<file path="src/common/core_pkg.sv">
// Core package for the register-file execution engine
// Shared vector types, command opcodes, buffer and credit sizes, FSM states
package core_pkg;

    // Data word and register index
    typedef logic [31:0] word_t;
    typedef logic [4:0]  reg_idx_t;

    // Command code
    typedef logic [2:0] opcode_t;

    // Load-immediate, imm goes straight to rd
    localparam opcode_t OP_LI  = 3'd0;
    localparam opcode_t OP_ADD = 3'd1;
    localparam opcode_t OP_SUB = 3'd2;
    localparam opcode_t OP_AND = 3'd3;
    localparam opcode_t OP_OR  = 3'd4;
    localparam opcode_t OP_XOR = 3'd5;
    // Signed compare, result is 1 or 0
    localparam opcode_t OP_SLT = 3'd6;
    // Shift by rs2[4:0] only
    localparam opcode_t OP_SLL = 3'd7;

    // Command buffer depth, also the upstream credits after reset
    localparam int CMD_DEPTH = 4;

    // Downstream credits held after reset
    localparam int RES_CREDITS = 2;

    // Wide enough for either count
    typedef logic [2:0] credit_t;

    // Issue FSM states
    typedef enum logic [1:0] {
        ST_CLEAR,
        ST_RUN,
        ST_WAIT
    } issue_state_t;

endpackage

</file>
<file path="src/common/rf_if.sv">
// Register file bus
// One write port and two combinational read ports
`timescale 1ns/1ns

interface rf_if;
    import core_pkg::*;

    // Write port
    reg_idx_t rd_idx;
    word_t    rd_val;
    logic     rd_wen;

    // Read ports
    reg_idx_t rs1_idx;
    word_t    rs1_val;
    reg_idx_t rs2_idx;
    word_t    rs2_val;

    // Register file side
    modport rf (
        input  rd_idx, rd_val, rd_wen, rs1_idx, rs2_idx,
        output rs1_val, rs2_val
    );

    // Write-back side
    modport wr (output rd_idx, rd_val, rd_wen);

    // Operand fetch side
    modport rd (output rs1_idx, rs2_idx, input rs1_val, rs2_val);

endinterface

</file>
<file path="src/common/issue_if.sv">
// Issue bus
// Carries one issued command from the issue FSM to the execute stage
`timescale 1ns/1ns

interface issue_if;
    import core_pkg::*;

    // Command present this cycle
    logic     valid;
    opcode_t  op;
    reg_idx_t rd;
    reg_idx_t rs1;
    reg_idx_t rs2;
    word_t    imm;
    // Low for the post-reset clear writes
    logic     report;

    // Issue FSM side
    modport src (output valid, op, rd, rs1, rs2, imm, report);

    // Execute stage side
    modport dst (input valid, op, rd, rs1, rs2, imm, report);

endinterface

</file>
<file path="src/hdl/cmd_fifo.sv">
// Command buffer
// Circular buffer sized to the upstream credits, returns one credit per pop
`timescale 1ns/1ns

module cmd_fifo (
    input  logic              clk,
    input  logic              rst_n,
    input  logic              push,
    input  core_pkg::opcode_t push_op,
    input  core_pkg::reg_idx_t push_rd,
    input  core_pkg::reg_idx_t push_rs1,
    input  core_pkg::reg_idx_t push_rs2,
    input  core_pkg::word_t   push_imm,
    input  logic              pop,
    output logic              empty,
    output core_pkg::opcode_t head_op,
    output core_pkg::reg_idx_t head_rd,
    output core_pkg::reg_idx_t head_rs1,
    output core_pkg::reg_idx_t head_rs2,
    output core_pkg::word_t   head_imm,
    output logic              credit_ret
);
    import core_pkg::*;

    // Storage, one array per field
    opcode_t  op_mem  [CMD_DEPTH];
    reg_idx_t rd_mem  [CMD_DEPTH];
    reg_idx_t rs1_mem [CMD_DEPTH];
    reg_idx_t rs2_mem [CMD_DEPTH];
    word_t    imm_mem [CMD_DEPTH];

    logic [$clog2(CMD_DEPTH)-1:0] wr_ptr;
    logic [$clog2(CMD_DEPTH)-1:0] rd_ptr;
    // Entries held, 0 to CMD_DEPTH
    credit_t count;

    // Write side, upstream credits keep it from overflowing
    always_ff @(posedge clk) begin
        if (push) begin
            op_mem[wr_ptr]  <= push_op;
            rd_mem[wr_ptr]  <= push_rd;
            rs1_mem[wr_ptr] <= push_rs1;
            rs2_mem[wr_ptr] <= push_rs2;
            imm_mem[wr_ptr] <= push_imm;
        end
    end

    // Pointers, occupancy and the registered credit return
    always_ff @(posedge clk or negedge rst_n) begin
        if (!rst_n) begin
            wr_ptr     <= '0;
            rd_ptr     <= '0;
            count      <= '0;
            credit_ret <= 1'b0;
        end else begin
            if (push) begin
                wr_ptr <= wr_ptr + 1'b1;
            end
            if (pop) begin
                rd_ptr <= rd_ptr + 1'b1;
            end
            // Net change when both happen
            case ({push, pop})
                2'b10:   count <= count + credit_t'(1);
                2'b01:   count <= count - credit_t'(1);
                default: count <= count;
            endcase
            credit_ret <= pop;
        end
    end

    assign empty = (count == '0);

    // Head entry read combinationally
    assign head_op  = op_mem[rd_ptr];
    assign head_rd  = rd_mem[rd_ptr];
    assign head_rs1 = rs1_mem[rd_ptr];
    assign head_rs2 = rs2_mem[rd_ptr];
    assign head_imm = imm_mem[rd_ptr];

endmodule

</file>
<file path="src/hdl/credit_counter.sv">
// Downstream credit counter
// Tracks how many results the engine may still send
`timescale 1ns/1ns

module credit_counter (
    input  logic clk,
    input  logic rst_n,
    input  logic take,
    input  logic give,
    output logic avail
);
    import core_pkg::*;

    credit_t count;

    always_ff @(posedge clk or negedge rst_n) begin
        if (!rst_n) begin
            count <= credit_t'(RES_CREDITS);
        end else begin
            // Take and give in one cycle cancel out
            case ({take, give})
                2'b10:   count <= count - credit_t'(1);
                2'b01:   count <= count + credit_t'(1);
                default: count <= count;
            endcase
        end
    end

    // Issue allowed while any credit is left
    assign avail = (count != '0);

endmodule

</file>
<file path="src/hdl/issue_fsm.sv">
// Issue FSM
// Clears x1 to x31 after reset, then issues buffered commands against credits
`timescale 1ns/1ns

module issue_fsm (
    input  logic               clk,
    input  logic               rst_n,
    input  logic               empty,
    input  logic               credit_avail,
    output logic               pop,
    output logic               take,
    input  core_pkg::opcode_t  head_op,
    input  core_pkg::reg_idx_t head_rd,
    input  core_pkg::reg_idx_t head_rs1,
    input  core_pkg::reg_idx_t head_rs2,
    input  core_pkg::word_t    head_imm,
    issue_if.src               iss
);
    import core_pkg::*;

    issue_state_t state;
    issue_state_t next_state;
    // Register being cleared
    reg_idx_t     clr_idx;

    always_ff @(posedge clk or negedge rst_n) begin
        if (!rst_n) begin
            state   <= ST_CLEAR;
            clr_idx <= reg_idx_t'(1);
        end else begin
            state <= next_state;
            if (state == ST_CLEAR) begin
                clr_idx <= clr_idx + reg_idx_t'(1);
            end
        end
    end

    always_comb begin
        next_state = state;
        pop        = 1'b0;
        // Head command by default, qualified by valid
        iss.valid  = 1'b0;
        iss.op     = head_op;
        iss.rd     = head_rd;
        iss.rs1    = head_rs1;
        iss.rs2    = head_rs2;
        iss.imm    = head_imm;
        iss.report = 1'b0;
        case (state)
            ST_CLEAR: begin
                // Silent load of zero, one register per cycle
                iss.valid = 1'b1;
                iss.op    = OP_LI;
                iss.rd    = clr_idx;
                iss.rs1   = '0;
                iss.rs2   = '0;
                iss.imm   = '0;
                if (clr_idx == '1) begin
                    next_state = ST_RUN;
                end
            end
            ST_RUN: begin
                if (!empty) begin
                    if (credit_avail) begin
                        pop        = 1'b1;
                        iss.valid  = 1'b1;
                        iss.report = 1'b1;
                    end else begin
                        // Out of downstream credits
                        next_state = ST_WAIT;
                    end
                end
            end
            ST_WAIT: begin
                if (credit_avail) begin
                    next_state = ST_RUN;
                end
            end
            default: next_state = ST_CLEAR;
        endcase
    end

    // Every real issue spends one downstream credit
    assign take = pop;

endmodule

</file>
<file path="src/regfile/core_rf.sv">
// Register file, 31 storage entries plus hard-wired x0
// Combinational reads with same-cycle write forwarding
`timescale 1ns/1ns

module core_rf (
    input logic clk,
    rf_if.rf    rf
);
    import core_pkg::*;

    // x1 to x31, x0 has no storage
    word_t regs [31:1];

    // Writes to x0 are dropped
    always_ff @(posedge clk) begin
        if (rf.rd_wen && (rf.rd_idx != '0)) begin
            regs[rf.rd_idx] <= rf.rd_val;
        end
    end

    // rs1 read port
    always_comb begin
        if (rf.rs1_idx == '0) begin
            rf.rs1_val = '0;
        end else if (rf.rd_wen && (rf.rs1_idx == rf.rd_idx)) begin
            // Forward the write in flight
            rf.rs1_val = rf.rd_val;
        end else begin
            rf.rs1_val = regs[rf.rs1_idx];
        end
    end

    // rs2 read port
    always_comb begin
        if (rf.rs2_idx == '0) begin
            rf.rs2_val = '0;
        end else if (rf.rd_wen && (rf.rs2_idx == rf.rd_idx)) begin
            // Forward the write in flight
            rf.rs2_val = rf.rd_val;
        end else begin
            rf.rs2_val = regs[rf.rs2_idx];
        end
    end

endmodule

</file>
<file path="src/hdl/exec_stage.sv">
// Execute stage
// ALU on the issued command, result register feeding write-back and results
`timescale 1ns/1ns

module exec_stage (
    input  logic               clk,
    input  logic               rst_n,
    issue_if.dst               iss,
    rf_if.wr                   rfw,
    rf_if.rd                   rfr,
    output logic               res_valid,
    output core_pkg::reg_idx_t res_rd,
    output core_pkg::word_t    res_val
);
    import core_pkg::*;

    word_t    alu_out;
    // Result register
    logic     valid_q;
    logic     report_q;
    reg_idx_t rd_q;
    word_t    res_q;

    // Operand fetch straight from the issued command
    assign rfr.rs1_idx = iss.rs1;
    assign rfr.rs2_idx = iss.rs2;

    always_comb begin
        case (iss.op)
            OP_LI:   alu_out = iss.imm;
            OP_ADD:  alu_out = rfr.rs1_val + rfr.rs2_val;
            OP_SUB:  alu_out = rfr.rs1_val - rfr.rs2_val;
            OP_AND:  alu_out = rfr.rs1_val & rfr.rs2_val;
            OP_OR:   alu_out = rfr.rs1_val | rfr.rs2_val;
            OP_XOR:  alu_out = rfr.rs1_val ^ rfr.rs2_val;
            // Signed compare, zero-extended to a word
            OP_SLT:  alu_out = word_t'($signed(rfr.rs1_val) < $signed(rfr.rs2_val));
            // Only the low 5 bits of rs2 count
            OP_SLL:  alu_out = rfr.rs1_val << rfr.rs2_val[4:0];
            default: alu_out = '0;
        endcase
    end

    // Control bits
    always_ff @(posedge clk or negedge rst_n) begin
        if (!rst_n) begin
            valid_q  <= 1'b0;
            report_q <= 1'b0;
        end else begin
            valid_q  <= iss.valid;
            report_q <= iss.valid && iss.report;
        end
    end

    // Payload
    always_ff @(posedge clk) begin
        rd_q  <= iss.rd;
        res_q <= alu_out;
    end

    // Write-back in the cycle after issue
    assign rfw.rd_wen = valid_q;
    assign rfw.rd_idx = rd_q;
    assign rfw.rd_val = res_q;

    // Clear writes stay silent
    assign res_valid = report_q;
    assign res_rd    = rd_q;
    assign res_val   = res_q;

endmodule

</file>
<file path="src/hdl/rf_engine.sv">
// Register-file execution engine top level
// Credit-controlled command input, ALU execution and credit-controlled results
`timescale 1ns/1ns

module rf_engine (
    input  logic               clk,
    input  logic               rst_n,
    input  logic               cmd_valid,
    input  core_pkg::opcode_t  cmd_op,
    input  core_pkg::reg_idx_t cmd_rd,
    input  core_pkg::reg_idx_t cmd_rs1,
    input  core_pkg::reg_idx_t cmd_rs2,
    input  core_pkg::word_t    cmd_imm,
    output logic               cmd_credit,
    output logic               res_valid,
    output core_pkg::reg_idx_t res_rd,
    output core_pkg::word_t    res_val,
    input  logic               res_credit
);
    import core_pkg::*;

    // Buffer head
    logic     empty;
    opcode_t  head_op;
    reg_idx_t head_rd;
    reg_idx_t head_rs1;
    reg_idx_t head_rs2;
    word_t    head_imm;

    // Issue handshake
    logic pop;
    logic take;
    logic credit_avail;

    rf_if    rf_bus ();
    issue_if iss_bus ();

    cmd_fifo u_cmd_fifo (
        .clk        (clk),
        .rst_n      (rst_n),
        .push       (cmd_valid),
        .push_op    (cmd_op),
        .push_rd    (cmd_rd),
        .push_rs1   (cmd_rs1),
        .push_rs2   (cmd_rs2),
        .push_imm   (cmd_imm),
        .pop        (pop),
        .empty      (empty),
        .head_op    (head_op),
        .head_rd    (head_rd),
        .head_rs1   (head_rs1),
        .head_rs2   (head_rs2),
        .head_imm   (head_imm),
        .credit_ret (cmd_credit)
    );

    credit_counter u_credit_counter (
        .clk   (clk),
        .rst_n (rst_n),
        .take  (take),
        .give  (res_credit),
        .avail (credit_avail)
    );

    issue_fsm u_issue_fsm (
        .clk          (clk),
        .rst_n        (rst_n),
        .empty        (empty),
        .credit_avail (credit_avail),
        .pop          (pop),
        .take         (take),
        .head_op      (head_op),
        .head_rd      (head_rd),
        .head_rs1     (head_rs1),
        .head_rs2     (head_rs2),
        .head_imm     (head_imm),
        .iss          (iss_bus.src)
    );

    core_rf u_core_rf (
        .clk (clk),
        .rf  (rf_bus.rf)
    );

    exec_stage u_exec_stage (
        .clk       (clk),
        .rst_n     (rst_n),
        .iss       (iss_bus.dst),
        .rfw       (rf_bus.wr),
        .rfr       (rf_bus.rd),
        .res_valid (res_valid),
        .res_rd    (res_rd),
        .res_val   (res_val)
    );

endmodule

</file>
<file path="config.mk">
export PLATFORM = sky130hd
export DESIGN_NAME = rf_engine
export DESIGN_NICKNAME = d
export VERILOG_FILES = /design/src/common/core_pkg.sv /design/src/common/rf_if.sv /design/src/common/issue_if.sv /design/src/hdl/cmd_fifo.sv /design/src/hdl/credit_counter.sv /design/src/hdl/issue_fsm.sv /design/src/regfile/core_rf.sv /design/src/hdl/exec_stage.sv /design/src/hdl/rf_engine.sv
export SDC_FILE = /design/constraint.sdc
export NUM_CORES = 2
export LEC_CHECK = 0
export BUFFER_PORTS_ARGS = -buffer_cell sky130_fd_sc_hd__clkbuf_2
export CORE_ASPECT_RATIO = 0.9
export CORE_UTILIZATION = 48
export CTS_CLUSTER_DIAMETER = 40
export DETAILED_ROUTE_END_ITERATION = 8
export GPL_ROUTABILITY_DRIVEN = 0
export HOLD_SLACK_MARGIN = 0.05
export PLACE_DENSITY = 0.71
export SLEW_MARGIN = 40
export SYNTH_ARGS = -nofsm -noshare
export SYNTH_HDL_FRONTEND = slang
export SYNTH_HIERARCHICAL = 1
export SYNTH_SLANG_ARGS = --single-unit
</file>
<file path="constraint.sdc">
create_clock -name clk -period 7.82 [get_ports clk]
set_input_delay 1.564 -clock clk [delete_from_list [all_inputs] [get_ports clk]]
set_output_delay 1.564 -clock clk [all_outputs]
set_load 0.02 [all_outputs]
</file>
==> flow_metrics.tcl <==
set metrics [dict create \
    rr_startpoint "u_cmd_fifo/rd_ptr[1]" \
    cp.required_ps 8460 \
    gr-total-overflow 0 \
    worst_pin_slew_ps 933 \
    drc 0 \
    drive_above_1_share 0.247 \
    clk_path_buf_depth 3 \
    start_util 0.486 \
    fin_cells 6200 \
    yosys.area.top_type "edfxtp_1" \
    dp_hpwl_um 126000 \
    die_area_sq_um 135000 \
    cts_tree "done" \
    cp-end-kind "register" \
    grt_pass1_vias 42157 \
    hold_end "u_cmd_fifo/count[2]" \
    final-hold-violation-count 0 \
    cts_resized 0 \
    ys_async_sr_fraction 0.0160 \
    synthToLayoutAreaGrowth_pct 11.4 \
    rsz0062_at_grt "no" \
    holdPathStages 1 \
    drt_iter0_drc 6546 \
    avgViaCountPerCell 7.00 \
    fin_skew_ps 27.5 \
    reg2reg_slack_ps 830 \
    gr-usage-met3 0.0782 \
    min_from "u_cmd_fifo/count[2]" \
    arrival_ps 7630 \
    grt_max_degree 88 \
    yosysMostFrequentCell "edfxtp_1" \
    fp.dieH_um 349 \
    syn_avg_cell_area_sq_um 14.9 \
    yosys.area.top_type_share 0.558 \
    grt_pass1_wl_um 288000 \
    numCtsBuffers 143 \
    ys_seq_elements 1249 \
    setup_violations 0 \
    num_rows 126 \
    synth_common_cells "1192 x edfxtp_1, 379 x mux4_2, 290 x mux2i_1" \
    grt.busiest_layer "met2" \
    synthFlopType "edfxtp_1" \
    synth_cells 4308 \
    root_buffer "clkbuf_16" \
    port_buffers 92 \
    nNetsFinal 4529 \
    clk_pin_slew_ps 60 \
    fin_setup_tns_ps 0 \
    ctsHoldBuffers 0 \
    n_fill_cell 10308 \
    wire_per_inst_um 32.2 \
    synth_edf_count 1192 \
    worstRegToRegCells 20 \
    routed_wl_um 199000 \
    core_area_sq_um 132000 \
    grtUsageMet2 0.429 \
    yosysWarnings 6 \
    drv_slew 0 \
    cts.sinks 1249 \
    criticalPathCategory "register to register" \
    vias 43425 \
    dp_cells 5938 \
    io_pins 93 \
    period_minus_slack_ps 6990 \
    max_cap_viol_count 0 \
    grt_use_total 0.291 \
    seq_area_frac_synth 0.577 \
    use_met1 0.399 \
    cp-start-kind "register" \
    drt_pass1_iterations 6 \
    min_period_over_period 0.894 \
    fmax_ghz 0.143 \
    synth_area_sq_um 64200 \
    drtAntennaViolNets 0 \
    status "finished clean" \
    antenna_found_initial 3 \
    clock_latency_ps 790 \
    r2r_end "u_exec_stage/res_val[30]" \
    h-tree-depth 4 \
    syn-num-nets 4481 \
    ys_top_cells_by_area "edfxtp_1 56%, mux4_2 13%, mux2i_1 4.5%" \
    die_x_um 387 \
    path_max_fanout 35 \
    maxSlewHeadroom 0.376 \
    holdCritPathClass "register to register" \
    ys_types 96 \
    cts_setup_buffers 0 \
]
cell families after synthesis:
| family | count (synthesis) | synth area share |
|---|---|---|
| flip-flops | 1249 | 0.577 |
| AO/OA/AOI/OAI | 935 | 0.105 |
| multiplexers | 773 | 0.198 |
| AND/OR/NAND/NOR | 682 | 0.0496 |
| buffers and inverters | 504 | 0.0410 |
| adder cells (fa/ha/maj) | 119 | 0.0237 |
| XOR/XNOR | 46 | 0.00628 |
through the flow:
step / setup WS [ps] / area, sq um / hold slack, ps / utilization
6_report: 831 / 71500 / 467 / 0.542
5_1_grt: 453 / 71500 / 484 / 0.542
4_1_cts: 1020 / 71400 / 473 / 0.541
3_3_place_gp: 972 / 66700 / 457 / 0.505
3_5_place_dp: 1080 / 66800 / 461 / 0.506
2_1_floorplan: 2120 / 64200 / 435 / -
registers in the layout (all words and copies together), names as in the netlist, 5 cells and up:
register              cells
u_core_rf/regs          992
u_cmd_fifo/imm_mem      128
u_exec_stage/res_val     32
u_cmd_fifo/rd_mem        20
u_cmd_fifo/rs1_mem       20
u_cmd_fifo/rs2_mem       20
u_cmd_fifo/op_mem        12
u_exec_stage/res_rd       5
u_issue_fsm/clr_idx       5
how the worst max path moves through the flow:
stage	from	endpoint	slack (ps)
after floorplan	u_cmd_fifo/rd_ptr[0]	u_exec_stage/res_val[31]	2120
after global placement	u_cmd_fifo/rd_ptr[1]	u_exec_stage/res_val[30]	970
after detailed placement	u_cmd_fifo/rd_ptr[0]	u_exec_stage/res_val[29]	1080
after CTS	u_cmd_fifo/rd_ptr[0]	u_exec_stage/res_val[29]	1020
after global routing	u_cmd_fifo/rd_ptr[0]	u_exec_stage/res_val[31]	450
final	u_cmd_fifo/rd_ptr[1]	u_exec_stage/res_val[30]	830
placed cells by master, fill, tap and decap left out, drive strengths merged, types with 12 or more instances in the layout:
cell	instances
edfxtp	1192
mux4	381
mux2i	290
clkbuf	258
nand2	228
a21oi	207
buf	201
nor2	189
inv	135
o22ai	116
ha	115
mux2	102
nor2b	83
o21ai	78
a211oi	66
clkinv	54
nor3	48
o2111ai	38
o211ai	38
dfxtp	37
a22oi	35
a221oi	34
a2111o	33
a31oi	32
a32o	31
xnor2	30
nand3	30
o41ai	28
nand2b	23
a311oi	22
a22o	22
a32oi	21
nor4	21
a2111oi	20
a2bb2oi	19
dfrtp	18
o21bai	17
xor2	16
a21o	13
bufinv	12
cell type report:
class | count | area [sq um] | share of cell area
clock buffers | 166 | 3660 | 0.0513
flip-flops and latches | 1249 | 37000 | 0.518
inverters | 114 | 428 | 0.00599
well taps | 1728 | 2160 | 0.0302
repair buffers | 293 | 2210 | 0.0309
diodes | 1 | 2.50 | 0.0000350
multi-input cells | 2555 | 25000 | 0.349
clock inverters | 94 | 990 | 0.0138
critical path: stages (launching register included):
cell and delay, ps:
dfrtp_2 630, buf_4 540, mux4_1 380, nor2b_4 150
xor2_1 180, nor4_2 560, nand3_1 360, nor2_2 150
buf_4 450, a32o_1 520, inv_1 100, ha_1 530
and2b_1 240, nor4_1 390, a211oi_2 170, o21ai_2 290
o211ai_2 230, a32oi_1 360, nor2b_4 240, mux2i_1 210
a41oi_1 120
metal layers:
| metal | wire length (um) | vias up |
|---|---|---|
| met5 | 8 | - |
| li1 | - | 17543 |
| met1 | 74000 | 21901 |
| met3 | 27300 | 584 |
| met2 | 87900 | 3395 |
| met4 | 10200 | 2 |
Power is left out: the tool's default activity adds up to more than one toggle a clock period on the data nets, which glitch-free logic cannot reach.
